### src/verilog/scope_pkg.sv
package scope_pkg;

    // Width of one ADC word and of one converted sample
    localparam int ADC_WIDTH = 14;

    typedef logic [ADC_WIDTH-1:0] adc_word_t;
    typedef logic [7:0]           byte_t;

    // Opcodes accepted on the serial command input
    localparam byte_t CMD_RESET = 8'h52;
    localparam byte_t CMD_ARM   = 8'h53;
    localparam byte_t CMD_DECIM = 8'h44;

    // First byte of every record frame
    localparam byte_t FRAME_SYNC = 8'hA5;

    typedef enum logic [1:0] {
        S_IDLE,
        S_ARMED,
        S_FILL,
        S_FULL
    } sampler_state_t;

    typedef enum logic [2:0] {
        T_WAIT,
        T_SYNC,
        T_LOW,
        T_HIGH,
        T_RELEASE
    } sender_state_t;

endpackage
### src/verilog/scope_top.sv
module scope_top #(
    parameter int NUM_CHANNELS = 2,
    parameter int SAMPLE_DEPTH = 8,
    parameter int CLKS_PER_BIT = 8
) (
    input  logic                                         i_rst_n,
    input  logic                                         sys_clock,
    input  logic                                         i_rx,
    input  logic                                         i_trigger,
    input  logic                                         i_gate,
    input  logic                                         i_adc_strobe,
    input  logic [NUM_CHANNELS*scope_pkg::ADC_WIDTH-1:0] i_adc_data,
    output logic                                         o_tx,
    output logic                                         o_ready,
    output logic                                         o_busy
);
    import scope_pkg::*;

    logic                              cmd_reset;
    logic                              cmd_arm;
    logic                              arm;
    byte_t                             decim;
    logic                              adc_valid;
    logic [NUM_CHANNELS*ADC_WIDTH-1:0] adc_word;
    logic [NUM_CHANNELS-1:0]           full;
    logic [NUM_CHANNELS-1:0]           idle;
    logic [NUM_CHANNELS*ADC_WIDTH-1:0] rd_data;
    logic [$clog2(SAMPLE_DEPTH)-1:0]   rd_addr;
    logic                              release_pulse;
    logic                              tx_start;
    byte_t                             tx_data;

    // Either the serial command or the external trigger starts a capture
    assign arm     = cmd_arm | i_trigger;
    assign o_ready = &idle;

    command_rx #(
        .CLKS_PER_BIT (CLKS_PER_BIT)
    ) u_command_rx (
        .i_rst_n     (i_rst_n),
        .sys_clock   (sys_clock),
        .i_rx        (i_rx),
        .o_cmd_reset (cmd_reset),
        .o_cmd_arm   (cmd_arm),
        .o_decim     (decim)
    );

    adc_capture #(
        .NUM_CHANNELS (NUM_CHANNELS)
    ) u_adc_capture (
        .i_rst_n      (i_rst_n),
        .sys_clock    (sys_clock),
        .i_adc_strobe (i_adc_strobe),
        .i_adc_data   (i_adc_data),
        .o_adc_valid  (adc_valid),
        .o_adc_word   (adc_word)
    );

    for (genvar ch = 0; ch < NUM_CHANNELS; ch++) begin : g_chan
        channel_sampler #(
            .SAMPLE_DEPTH (SAMPLE_DEPTH)
        ) u_sampler (
            .i_rst_n     (i_rst_n),
            .sys_clock   (sys_clock),
            .i_arm       (arm),
            .i_cmd_reset (cmd_reset),
            .i_gate      (i_gate),
            .i_adc_valid (adc_valid),
            .i_adc_word  (adc_word[ch*ADC_WIDTH +: ADC_WIDTH]),
            .i_decim     (decim),
            .i_rd_addr   (rd_addr),
            .i_release   (release_pulse),
            .o_full      (full[ch]),
            .o_idle      (idle[ch]),
            .o_rd_data   (rd_data[ch*ADC_WIDTH +: ADC_WIDTH])
        );
    end

    frame_sender #(
        .NUM_CHANNELS (NUM_CHANNELS),
        .SAMPLE_DEPTH (SAMPLE_DEPTH)
    ) u_frame_sender (
        .i_rst_n     (i_rst_n),
        .sys_clock   (sys_clock),
        .i_cmd_reset (cmd_reset),
        .i_full      (full),
        .i_rd_data   (rd_data),
        .i_tx_busy   (o_busy),
        .o_rd_addr   (rd_addr),
        .o_release   (release_pulse),
        .o_tx_start  (tx_start),
        .o_tx_data   (tx_data)
    );

    uart_tx #(
        .CLKS_PER_BIT (CLKS_PER_BIT)
    ) u_uart_tx (
        .i_rst_n   (i_rst_n),
        .sys_clock (sys_clock),
        .i_start   (tx_start),
        .i_data    (tx_data),
        .o_tx      (o_tx),
        .o_busy    (o_busy)
    );

endmodule

### src/verilog/uart_tx.sv
module uart_tx #(
    parameter int CLKS_PER_BIT = 8
) (
    input  logic             i_rst_n,
    input  logic             sys_clock,
    input  logic             i_start,
    input  scope_pkg::byte_t i_data,
    output logic             o_tx,
    output logic             o_busy
);

    localparam int CNT_W = $clog2(CLKS_PER_BIT);
    localparam logic [CNT_W-1:0] FULL_BIT = CNT_W'(CLKS_PER_BIT - 1);

    // Start bit, eight data bits and stop bit are shifted out from bit 0
    logic [9:0]       shift;
    logic [CNT_W-1:0] clk_cnt;
    logic [3:0]       bit_idx;

    assign o_tx = shift[0];

    always_ff @(posedge sys_clock or negedge i_rst_n) begin
        if (!i_rst_n) begin
            shift   <= '1;
            clk_cnt <= '0;
            bit_idx <= '0;
            o_busy  <= 1'b0;
        end else if (!o_busy) begin
            if (i_start) begin
                shift   <= {1'b1, i_data, 1'b0};
                clk_cnt <= '0;
                bit_idx <= '0;
                o_busy  <= 1'b1;
            end
        end else if (clk_cnt == FULL_BIT) begin
            clk_cnt <= '0;
            // Ones fill in behind, so the line rests high once the stop bit is out
            shift   <= {1'b1, shift[9:1]};
            if (bit_idx == 4'd9) begin
                o_busy <= 1'b0;
            end else begin
                bit_idx <= bit_idx + 1'b1;
            end
        end else begin
            clk_cnt <= clk_cnt + 1'b1;
        end
    end

endmodule

### src/verilog/frame_sender.sv
module frame_sender #(
    parameter int NUM_CHANNELS = 2,
    parameter int SAMPLE_DEPTH = 8
) (
    input  logic                                         i_rst_n,
    input  logic                                         sys_clock,
    input  logic                                         i_cmd_reset,
    input  logic [NUM_CHANNELS-1:0]                      i_full,
    input  logic [NUM_CHANNELS*scope_pkg::ADC_WIDTH-1:0] i_rd_data,
    input  logic                                         i_tx_busy,
    output logic [$clog2(SAMPLE_DEPTH)-1:0]              o_rd_addr,
    output logic                                         o_release,
    output logic                                         o_tx_start,
    output scope_pkg::byte_t                             o_tx_data
);
    import scope_pkg::*;

    localparam int CH_W   = (NUM_CHANNELS > 1) ? $clog2(NUM_CHANNELS) : 1;
    localparam int ADDR_W = $clog2(SAMPLE_DEPTH);
    localparam logic [CH_W-1:0]   LAST_CH   = CH_W'(NUM_CHANNELS - 1);
    localparam logic [ADDR_W-1:0] LAST_ADDR = ADDR_W'(SAMPLE_DEPTH - 1);

    sender_state_t   state;
    logic [CH_W-1:0] ch;
    adc_word_t       sel_word;
    logic            can_send;

    assign sel_word = i_rd_data[ch*ADC_WIDTH +: ADC_WIDTH];

    // The transmitter raises busy one cycle after start, so a pending start also blocks
    assign can_send = !i_tx_busy && !o_tx_start;

    // Release waits until the last byte has left the serial line
    assign o_release = (state == T_RELEASE) && can_send;

    always_ff @(posedge sys_clock or negedge i_rst_n) begin
        if (!i_rst_n) begin
            state      <= T_WAIT;
            ch         <= '0;
            o_rd_addr  <= '0;
            o_tx_start <= 1'b0;
        end else begin
            o_tx_start <= 1'b0;
            if (i_cmd_reset) begin
                state     <= T_WAIT;
                ch        <= '0;
                o_rd_addr <= '0;
            end else begin
                case (state)
                    T_WAIT: begin
                        if (&i_full) begin
                            state <= T_SYNC;
                        end
                    end
                    T_SYNC, T_LOW: begin
                        if (can_send) begin
                            o_tx_start <= 1'b1;
                            state      <= (state == T_SYNC) ? T_LOW : T_HIGH;
                        end
                    end
                    T_HIGH: begin
                        if (can_send) begin
                            o_tx_start <= 1'b1;
                            state      <= T_LOW;
                            if (o_rd_addr != LAST_ADDR) begin
                                o_rd_addr <= o_rd_addr + 1'b1;
                            end else begin
                                o_rd_addr <= '0;
                                if (ch == LAST_CH) begin
                                    ch    <= '0;
                                    state <= T_RELEASE;
                                end else begin
                                    ch <= ch + 1'b1;
                                end
                            end
                        end
                    end
                    T_RELEASE: begin
                        if (can_send) begin
                            state <= T_WAIT;
                        end
                    end
                    default: state <= T_WAIT;
                endcase
            end
        end
    end

    // High byte carries bits 13:8 sign extended to eight bits
    always_ff @(posedge sys_clock) begin
        if (can_send) begin
            case (state)
                T_SYNC:  o_tx_data <= FRAME_SYNC;
                T_LOW:   o_tx_data <= sel_word[7:0];
                T_HIGH:  o_tx_data <= {{(16 - ADC_WIDTH){sel_word[ADC_WIDTH-1]}},
                                       sel_word[ADC_WIDTH-1:8]};
                default: o_tx_data <= o_tx_data;
            endcase
        end
    end

endmodule

### src/verilog/channel_sampler.sv
module channel_sampler #(
    parameter int SAMPLE_DEPTH = 8
) (
    input  logic                            i_rst_n,
    input  logic                            sys_clock,
    input  logic                            i_arm,
    input  logic                            i_cmd_reset,
    input  logic                            i_gate,
    input  logic                            i_adc_valid,
    input  scope_pkg::adc_word_t            i_adc_word,
    input  scope_pkg::byte_t                i_decim,
    input  logic [$clog2(SAMPLE_DEPTH)-1:0] i_rd_addr,
    input  logic                            i_release,
    output logic                            o_full,
    output logic                            o_idle,
    output scope_pkg::adc_word_t            o_rd_data
);
    import scope_pkg::*;

    localparam int ADDR_W = $clog2(SAMPLE_DEPTH);
    localparam logic [ADDR_W-1:0] LAST_ADDR = ADDR_W'(SAMPLE_DEPTH - 1);

    sampler_state_t    state;
    byte_t             decim_q;
    byte_t             skip_cnt;
    logic [ADDR_W-1:0] wr_ptr;
    logic              store;
    adc_word_t         mem [SAMPLE_DEPTH];

    // First gated sample opens the record, then every (decim+1)-th valid sample
    assign store = i_adc_valid &&
                   ((state == S_ARMED && i_gate) ||
                    (state == S_FILL && skip_cnt == decim_q));

    always_ff @(posedge sys_clock or negedge i_rst_n) begin
        if (!i_rst_n) begin
            state    <= S_IDLE;
            decim_q  <= '0;
            skip_cnt <= '0;
            wr_ptr   <= '0;
        end else if (i_cmd_reset) begin
            state <= S_IDLE;
        end else begin
            case (state)
                S_IDLE: begin
                    if (i_arm) begin
                        state    <= S_ARMED;
                        decim_q  <= i_decim;
                        skip_cnt <= '0;
                        wr_ptr   <= '0;
                    end
                end
                S_ARMED, S_FILL: begin
                    if (store) begin
                        skip_cnt <= '0;
                        wr_ptr   <= wr_ptr + 1'b1;
                        state    <= (wr_ptr == LAST_ADDR) ? S_FULL : S_FILL;
                    end else if (state == S_FILL && i_adc_valid) begin
                        skip_cnt <= skip_cnt + 1'b1;
                    end
                end
                default: begin
                    // Samples arriving now are dropped until the sender frees the record
                    if (i_release) begin
                        state <= S_IDLE;
                    end
                end
            endcase
        end
    end

    always_ff @(posedge sys_clock) begin
        if (store) begin
            mem[wr_ptr] <= i_adc_word;
        end
        o_rd_data <= mem[i_rd_addr];
    end

    assign o_full = (state == S_FULL);
    assign o_idle = (state == S_IDLE);

endmodule

### src/verilog/adc_capture.sv
module adc_capture #(
    parameter int NUM_CHANNELS = 2
) (
    input  logic                                         i_rst_n,
    input  logic                                         sys_clock,
    input  logic                                         i_adc_strobe,
    input  logic [NUM_CHANNELS*scope_pkg::ADC_WIDTH-1:0] i_adc_data,
    output logic                                         o_adc_valid,
    output logic [NUM_CHANNELS*scope_pkg::ADC_WIDTH-1:0] o_adc_word
);
    import scope_pkg::*;

    // The strobe is delayed by the same register stage as the data
    always_ff @(posedge sys_clock or negedge i_rst_n) begin
        if (!i_rst_n) begin
            o_adc_valid <= 1'b0;
        end else begin
            o_adc_valid <= i_adc_strobe;
        end
    end

    // Offset binary becomes two's complement by flipping the MSB of each slice
    always_ff @(posedge sys_clock) begin
        if (i_adc_strobe) begin
            for (int ch = 0; ch < NUM_CHANNELS; ch++) begin
                o_adc_word[ch*ADC_WIDTH +: ADC_WIDTH] <= {
                    ~i_adc_data[ch*ADC_WIDTH + ADC_WIDTH - 1],
                    i_adc_data[ch*ADC_WIDTH +: ADC_WIDTH - 1]
                };
            end
        end
    end

endmodule

### src/verilog/command_rx.sv
module command_rx #(
    parameter int CLKS_PER_BIT = 8
) (
    input  logic             i_rst_n,
    input  logic             sys_clock,
    input  logic             i_rx,
    output logic             o_cmd_reset,
    output logic             o_cmd_arm,
    output scope_pkg::byte_t o_decim
);
    import scope_pkg::*;

    localparam int CNT_W = $clog2(CLKS_PER_BIT);
    localparam logic [CNT_W-1:0] HALF_BIT = CNT_W'(CLKS_PER_BIT / 2 - 1);
    localparam logic [CNT_W-1:0] FULL_BIT = CNT_W'(CLKS_PER_BIT - 1);

    typedef enum logic [1:0] {
        R_IDLE,
        R_START,
        R_DATA,
        R_STOP
    } rx_state_t;

    logic [1:0]       rx_sync;
    rx_state_t        rx_state;
    logic [CNT_W-1:0] clk_cnt;
    logic [2:0]       bit_idx;
    byte_t            rx_shift;
    logic             byte_done;
    logic             wait_param;

    // The line idles high, so the synchronizer comes out of reset at ones
    always_ff @(posedge sys_clock or negedge i_rst_n) begin
        if (!i_rst_n) begin
            rx_sync <= 2'b11;
        end else begin
            rx_sync <= {rx_sync[0], i_rx};
        end
    end

    // After the start edge the counter lands on the middle of every bit
    always_ff @(posedge sys_clock or negedge i_rst_n) begin
        if (!i_rst_n) begin
            rx_state <= R_IDLE;
            clk_cnt  <= '0;
            bit_idx  <= '0;
        end else begin
            case (rx_state)
                R_IDLE: begin
                    clk_cnt <= '0;
                    bit_idx <= '0;
                    if (!rx_sync[1]) begin
                        rx_state <= R_START;
                    end
                end
                R_START: begin
                    if (clk_cnt == HALF_BIT) begin
                        clk_cnt  <= '0;
                        // A glitch that is gone by mid-bit is not a start bit
                        rx_state <= rx_sync[1] ? R_IDLE : R_DATA;
                    end else begin
                        clk_cnt <= clk_cnt + 1'b1;
                    end
                end
                R_DATA: begin
                    if (clk_cnt == FULL_BIT) begin
                        clk_cnt <= '0;
                        bit_idx <= bit_idx + 1'b1;
                        if (bit_idx == 3'd7) begin
                            rx_state <= R_STOP;
                        end
                    end else begin
                        clk_cnt <= clk_cnt + 1'b1;
                    end
                end
                default: begin
                    if (clk_cnt == FULL_BIT) begin
                        clk_cnt  <= '0;
                        rx_state <= R_IDLE;
                    end else begin
                        clk_cnt <= clk_cnt + 1'b1;
                    end
                end
            endcase
        end
    end

    // Data arrive LSB first
    always_ff @(posedge sys_clock) begin
        if (rx_state == R_DATA && clk_cnt == FULL_BIT) begin
            rx_shift <= {rx_sync[1], rx_shift[7:1]};
        end
    end

    // A byte counts only when its stop bit reads high
    assign byte_done = (rx_state == R_STOP) && (clk_cnt == FULL_BIT) && rx_sync[1];

    // Decoder either reads an opcode or, after CMD_DECIM, takes the raw parameter byte
    always_ff @(posedge sys_clock or negedge i_rst_n) begin
        if (!i_rst_n) begin
            o_cmd_reset <= 1'b0;
            o_cmd_arm   <= 1'b0;
            o_decim     <= '0;
            wait_param  <= 1'b0;
        end else begin
            o_cmd_reset <= 1'b0;
            o_cmd_arm   <= 1'b0;
            if (byte_done) begin
                if (wait_param) begin
                    o_decim    <= rx_shift;
                    wait_param <= 1'b0;
                end else begin
                    case (rx_shift)
                        CMD_RESET: o_cmd_reset <= 1'b1;
                        CMD_ARM:   o_cmd_arm   <= 1'b1;
                        CMD_DECIM: wait_param  <= 1'b1;
                        default:   ;
                    endcase
                end
            end
        end
    end

endmodule

### config.mk
export PLATFORM = sky130hd
export DESIGN_NAME = scope_top
export DESIGN_NICKNAME = d
export VERILOG_FILES = /design/src/verilog/scope_pkg.sv /design/src/verilog/scope_top.sv /design/src/verilog/uart_tx.sv /design/src/verilog/frame_sender.sv /design/src/verilog/channel_sampler.sv /design/src/verilog/adc_capture.sv /design/src/verilog/command_rx.sv
export SDC_FILE = /design/constraint.sdc
export NUM_CORES = 1
export LEC_CHECK = 0
export CAP_MARGIN = 10
export CORE_UTILIZATION = 53
export CTS_BUF_LIST = sky130_fd_sc_hd__clkbuf_8
export DETAILED_ROUTE_END_ITERATION = 16
export DONT_BUFFER_PORTS = 1
export GPL_ROUTABILITY_DRIVEN = 1
export GPL_TIMING_DRIVEN = 0
export PLACE_DENSITY = 0.71
export SKIP_CTS_REPAIR_TIMING = 1
export SYNTH_ARGS = -nofsm -noshare
export SYNTH_HDL_FRONTEND = slang
export SYNTH_SLANG_ARGS = --single-unit
### constraint.sdc
create_clock -name sys_clock -period 3.4 [get_ports sys_clock]
set_clock_uncertainty 0.15 [all_clocks]
set_input_delay 0 -clock sys_clock [delete_from_list [all_inputs] [get_ports sys_clock]]
set_output_delay 0 -clock sys_clock [all_outputs]
set_load 0.01 [all_outputs]
# == Word-level counts from Yosys, hierarchy flattened ==
# Memory sizes are Yosys's and may differ from the RTL's. A register that Yosys moved wholly into a read port is not among the register bits.
# Index checks and enable logic that the tools add are counted.
# word_totals
ff_bits,134
mem_bits_rw,224
out_inout_bits,3
elab_cells,229
memories,2
# classes
n_addsub,10
multipliers,1
eq_ne,47
shift,1
muxes,82
n_bitwise,4
reduce_logical,54
# mem_list
name,words,width,read_ports,rd_clocked_by_memory_dff,write_ports,line,source
g_chan[0].u_sampler.mem,8,14,1,1,1,channel_sampler.sv:28,adc_word_t mem [SAMPLE_DEPTH];
g_chan[1].u_sampler.mem,8,14,1,1,1,channel_sampler.sv:28,
# op_table
operator,n
3-bit two-way mux,20
8-bit two-way mux,5
8-bit one-hot mux with 2 select lines,2
10-bit two-way mux,3
28-bit by 6-bit indexed part select with 14-bit output,1
1-bit two-way mux,27
8-bit by 7-bit equality test with 1-bit output (second input constant),3
2-bit two-way mux,12
3-bit one-hot mux with 2 select lines,4
8-bit one-hot mux with 3 select lines,1
4-bit AND reduction,5
3-bit by 1-bit adder with 3-bit output (second input constant),6
3-bit equality test (second input constant),6
3-bit by 2-bit != test with 1-bit output (second input constant),6
3-bit AND reduction,6
8-bit by 1-bit adder with 8-bit output (second input constant),2
8-bit equality test,2
4-bit two-way mux,4
2-bit AND reduction,7
1-bit logical AND,13
2-bit equality test (second input constant),6
2-bit != test (second input constant),6
3-bit one-hot mux with 4 select lines,1
2-bit nonzero test,6
other kinds (23),45

# == Longest topological paths before layout ==
# depth
ltp_word,7
mapped_depth,8
mapped_depth_nobuf,7

# == Hierarchy ==
# From an unflattened synthesis, not the netlist that was laid out.
# unflattened
hier_cells,893
area_unflattened_um2,15477.3
# modules_own_cells
mod,instances,cells_per_inst,area_per_inst_um2,seq_area_each_um2
channel_sampler (g_chan[1].u_sampler),1,309,5780.5,4169.0
channel_sampler (g_chan[0].u_sampler),1,307,5738.0,4169.0
command_rx,1,87,1247.4,768.2
uart_tx,1,84,928.4,436.7
frame_sender,1,73,897.1,440.4
adc_capture,1,31,873.3,865.8
scope_top,1,2,12.5,0.0

# == Least setup slack after synthesis ==
# No wires, ideal clock.
# synth_timing
path_type,register -> register
start,register g_chan[1].u_sampler.skip_cnt[6]
end,"memory g_chan[1].u_sampler.mem[1][0] (netlist name), enable pin"
setup_ps,427
arrival_ps,2900
required_time_ps,2823
setup_slack_ps,-77
stages_incl_launch_ff,7
n_path_buf,1
synth_period_minus_slack_ps,3477
path_cell_list,dfrtp_1 > xor2_1 > nor4_1 > nand4_1 > and2_2 > clkbuf_1 > nor4b_1
# synth_between
elab_chain_cells,6
# synth_lines
item,line,source
start: declaration,channel_sampler.sv:25,byte_t skip_cnt;
start signal: assignment,channel_sampler.sv:59,skip_cnt <= skip_cnt + 1'b1;
8-bit equality test,channel_sampler.sv:33,(state == S_FILL && skip_cnt == decim_q));
1-bit logical AND,channel_sampler.sv:33,
1-bit logical OR,channel_sampler.sv:32,((state == S_ARMED && i_gate) ||
1-bit logical AND,channel_sampler.sv:31,assign store = i_adc_valid &&
1-bit two-way mux,channel_sampler.sv:73,if (store) begin
1-bit two-way mux (implied by the code),channel_sampler.sv:74,mem[wr_ptr] <= i_adc_word;
end: declaration,channel_sampler.sv:28,
# Every way passes these cells.

# == Worst setup path after layout ==
# layout_timing
start,register g_chan[0].u_sampler.skip_cnt[6]
end,"memory g_chan[0].u_sampler.mem[3][0] (netlist name), enable pin"
# layout_between
elab_chain_cells,6
# layout_lines
item,line
start: declaration,channel_sampler.sv:25
start signal: assignment,channel_sampler.sv:59
8-bit equality test,channel_sampler.sv:33
1-bit logical AND,channel_sampler.sv:33
1-bit logical OR,channel_sampler.sv:32
1-bit logical AND,channel_sampler.sv:31
1-bit two-way mux,channel_sampler.sv:73
1-bit two-way mux (implied by the code),channel_sampler.sv:74
end: declaration,channel_sampler.sv:28
# Every way passes these cells.

==> reports/results.ini <==
[die]
coreArea_sq_um=28700
fp.dieH_um=173
num_rows=62
die_area_sq_um=29900
die_width_um=173
io-pin-count=37
start_util_pct=53.9

[detailed_routing]
drt-pass1-iter-count=6
dr_total_vias=8501
ant_nets=0
wl_per_cell_um=20.2
totalWireLength_mm=30.4
drc=0
vias_per_cell=5.64
drt_iter0_drc=584

[pwr]
peakVddDrop_mv=0.655
swShare_pct=29.4
pwr-share-comb_pct=24.7
p_sw_uw=3960
total_power_uw=13500
power_frac_seq_pct=45.1
intPower_uw=9500
p_clk_share_pct=30.1
leakage_uw=0.00668
power_density_nw_per_um2=736

[setup_path]
cp_max_fo=10
path_buf_inv=3
path_cells=xor2_1 > nor4_1 > nand3_1 > and2_1 > clkbuf_1 > nor4b_2 > buf_4 > buf_4
criticalPathCategory=register to register
critPathArrivalTime_ps=3420
crit_family=simple AND/OR/NAND/NOR gates
slowest_stage=nor4b_2
cp-start-kind=register
worst_path_largest_cell_delay_ps=680
crit_top_cell=buf_4
cp.required_ps=3590
cp-end-kind=register
ff2ff_setup_slack_ps=180

[sta]
tightestPinTransition_ps=1100
finalHoldViolCount=0
min_period_over_period_pct=94.8
setup_ws_ps=175
fmax_mhz=310
drv_slew=0
fin_crit_ps=3220
finalSetupViolations=0
max_slew_margin_pct=26.1
rsz0062_at_grt=no

[logic_synthesis]
synth_most_common_cell=edfxtp_1
yosys.area.top_type=edfxtp_1
ys_seq_elements=385
async_flop_share_pct=23.1
synth_nets=981
yosysSeqAreaShare_pct=70.1
synth_top_flop_cell=edfxtp_1
syn_area_sq_um=15500
synth.top_cells.by_count=edfxtp_1 (268), dfrtp_1 (78), mux4_2 (61), mux2_2 (54), nand2_1 (44)
netlist_instances=920
ys_warn_count=0
syn_area_per_cell_sq_um=16.8
yosys-top-cells-area=edfxtp_1 (52%), dfrtp_1 (13%), mux4_2 (8.9%)
synth_edf_count=268
synth_top_area_share_pct=52.0
yosys.cell_types.count=60

[cells_and_area]
final_net_count=1132
syn_to_final_growth_pct=18.1
ff_latch_area_sq_um=10800
drive_above_1_share_pct=24.6
fillers=2033
antenna_cells=0
multiInputGateArea_sq_um=4450
stdcell_count=1507

[place]
dp_cells=1327
routabilityCongestion=0.776
port_buffers=0
pre_cts_slack_ps=116
dp_hpwl_mm=19.3

[global_route]
grt_max_degree=90
grt_util_all_layers_pct=20.1
grt_pass1_vias=8333
grt_pass1_wl_mm=46.4
grt_overflow=0
antenna_found_initial=0

[run_status]
run_status=complete, no violations

[clock_tree]
cts_buffers=60
cts.sinks=385
clk_pin_slew_worst_paths_ps=60
cts_root_buf=clkbuf_8
cts_tree=yes
clk-insertion-delay-late_ps=630
h-tree-depth=2
cts_buffer_depth=3

[worst_hold_path]
min_path_type=primary input to register

[flow_run]
cap_violations=0

[worst paths after layout]
kind	startpoint	to	cells after the start
setup / recovery	g_chan[0].u_sampler.skip_cnt[6]$_DFFE_PN0P_	g_chan[0].u_sampler.mem[3][0]$_DFFE_PP_	8
hold / removal	i_adc_strobe	u_adc_capture.o_adc_valid$_DFF_PN0_	2
setup reg to reg	g_chan[0].u_sampler.skip_cnt[6]$_DFFE_PN0P_	g_chan[0].u_sampler.mem[3][0]$_DFFE_PP_	8
hold reg to reg	u_command_rx.rx_sync[0]$_DFF_PN1_	u_command_rx.rx_sync[1]$_DFF_PN1_	0
max in group asynchronous	i_rst_n	u_command_rx.bit_idx[0]$_DFFE_PN0P_	4
min in group asynchronous	i_rst_n	u_uart_tx.shift[3]$_DFFE_PN1P_	3
[power by group through the flow]
stage                     clock network, uW  registers, uW  logic (uW)
after CTS                              4140           6080        3250
after global routing                   4350           6140        3670
after floorplan                           0           6010        2480
after global placement                    0           6160        3120
after detailed placement                  0           6180        3230
final                                  4050           6080        3330
[per-layer routing]
| metal | share of wire, % | GRT usage [%] | vias up |
|---|---|---|---|
| met4 | 2.2 | 6.60 | 0 |
| met3 | 4.5 | 3.80 | 56 |
| met1 | 45 | 28.8 | 4330 |
| met2 | 48 | 31.5 | 212 |
| li1 | - | - | 3903 |
| met5 | 0 | 0 | - |
[through the flow]
stage / hold WS, ps / cell area, sq um / utilization, % / setup TNS (ps)
after floorplan: -446 / 15500 / - / -1020
after global placement: -444 / 16000 / 55.6 / -257000
after CTS: -1100 / 17600 / 61.3 / 0
after detailed placement: -444 / 16300 / 56.7 / 0
after global routing: 102 / 18300 / 63.7 / 0
final: 122 / 18300 / 63.7 / 0
[kinds of logic (layout without fill, tap and decap cells)]
group	Yosys count	after routing	synth area share, %
fa+ha+maj	27	27	2.18
flops	385	385	70.1
compound gates	111	111	4.74
mux	128	128	13.6
xor+xnor	21	21	1.19
simple gates	184	184	6.38
buf+inv	64	267	1.79
[state kept, by name, summed over array words and instances (netlist names), 6 cells and up]
signal                      cells
g_chan.u_sampler.decim_q       16
u_uart_tx.shift                 9
u_command_rx.rx_shift           8
g_chan.u_sampler.mem          224
u_adc_capture.o_adc_word       28
g_chan.u_sampler.o_rd_data     28
u_command_rx.o_decim            8
u_frame_sender.o_tx_data        8
g_chan.u_sampler.wr_ptr         6
g_chan.u_sampler.skip_cnt      16
[layout make-up]
class	instances	share of cell area, %
tap	384	2.63
timing repair buffer	89	5.09
multi-input combinational	471	24.4
buffer	40	1.03
inverter	24	0.493
sequential	385	59.3
clock buffer	71	5.34
clock inverter	43	1.73
[cells in the final DEF, fill, tap and decap left out, drive strengths merged, types with 9 or more instances in the layout]
master	netlist	final
nand3	16	16
nor4	9	9
nand2b	11	11
mux2i	13	13
o21ai	31	31
a21oi	20	20
a211oi	12	12
nor2b	17	17
and2	11	11
mux2	54	54
nor3	16	16
dlygate4sd3	0	63
dfrtp	78	78
xor2	17	17
buf	13	39
clkbuf	27	98
nand2	44	44
edfxtp	268	268
mux4	61	61
dfstp	11	11
clkinv	0	17
ha	27	27
nor2	23	23
inv	24	45
nor3b	11	11
dfxtp	28	28
Power figures use the tool's default switching activity.
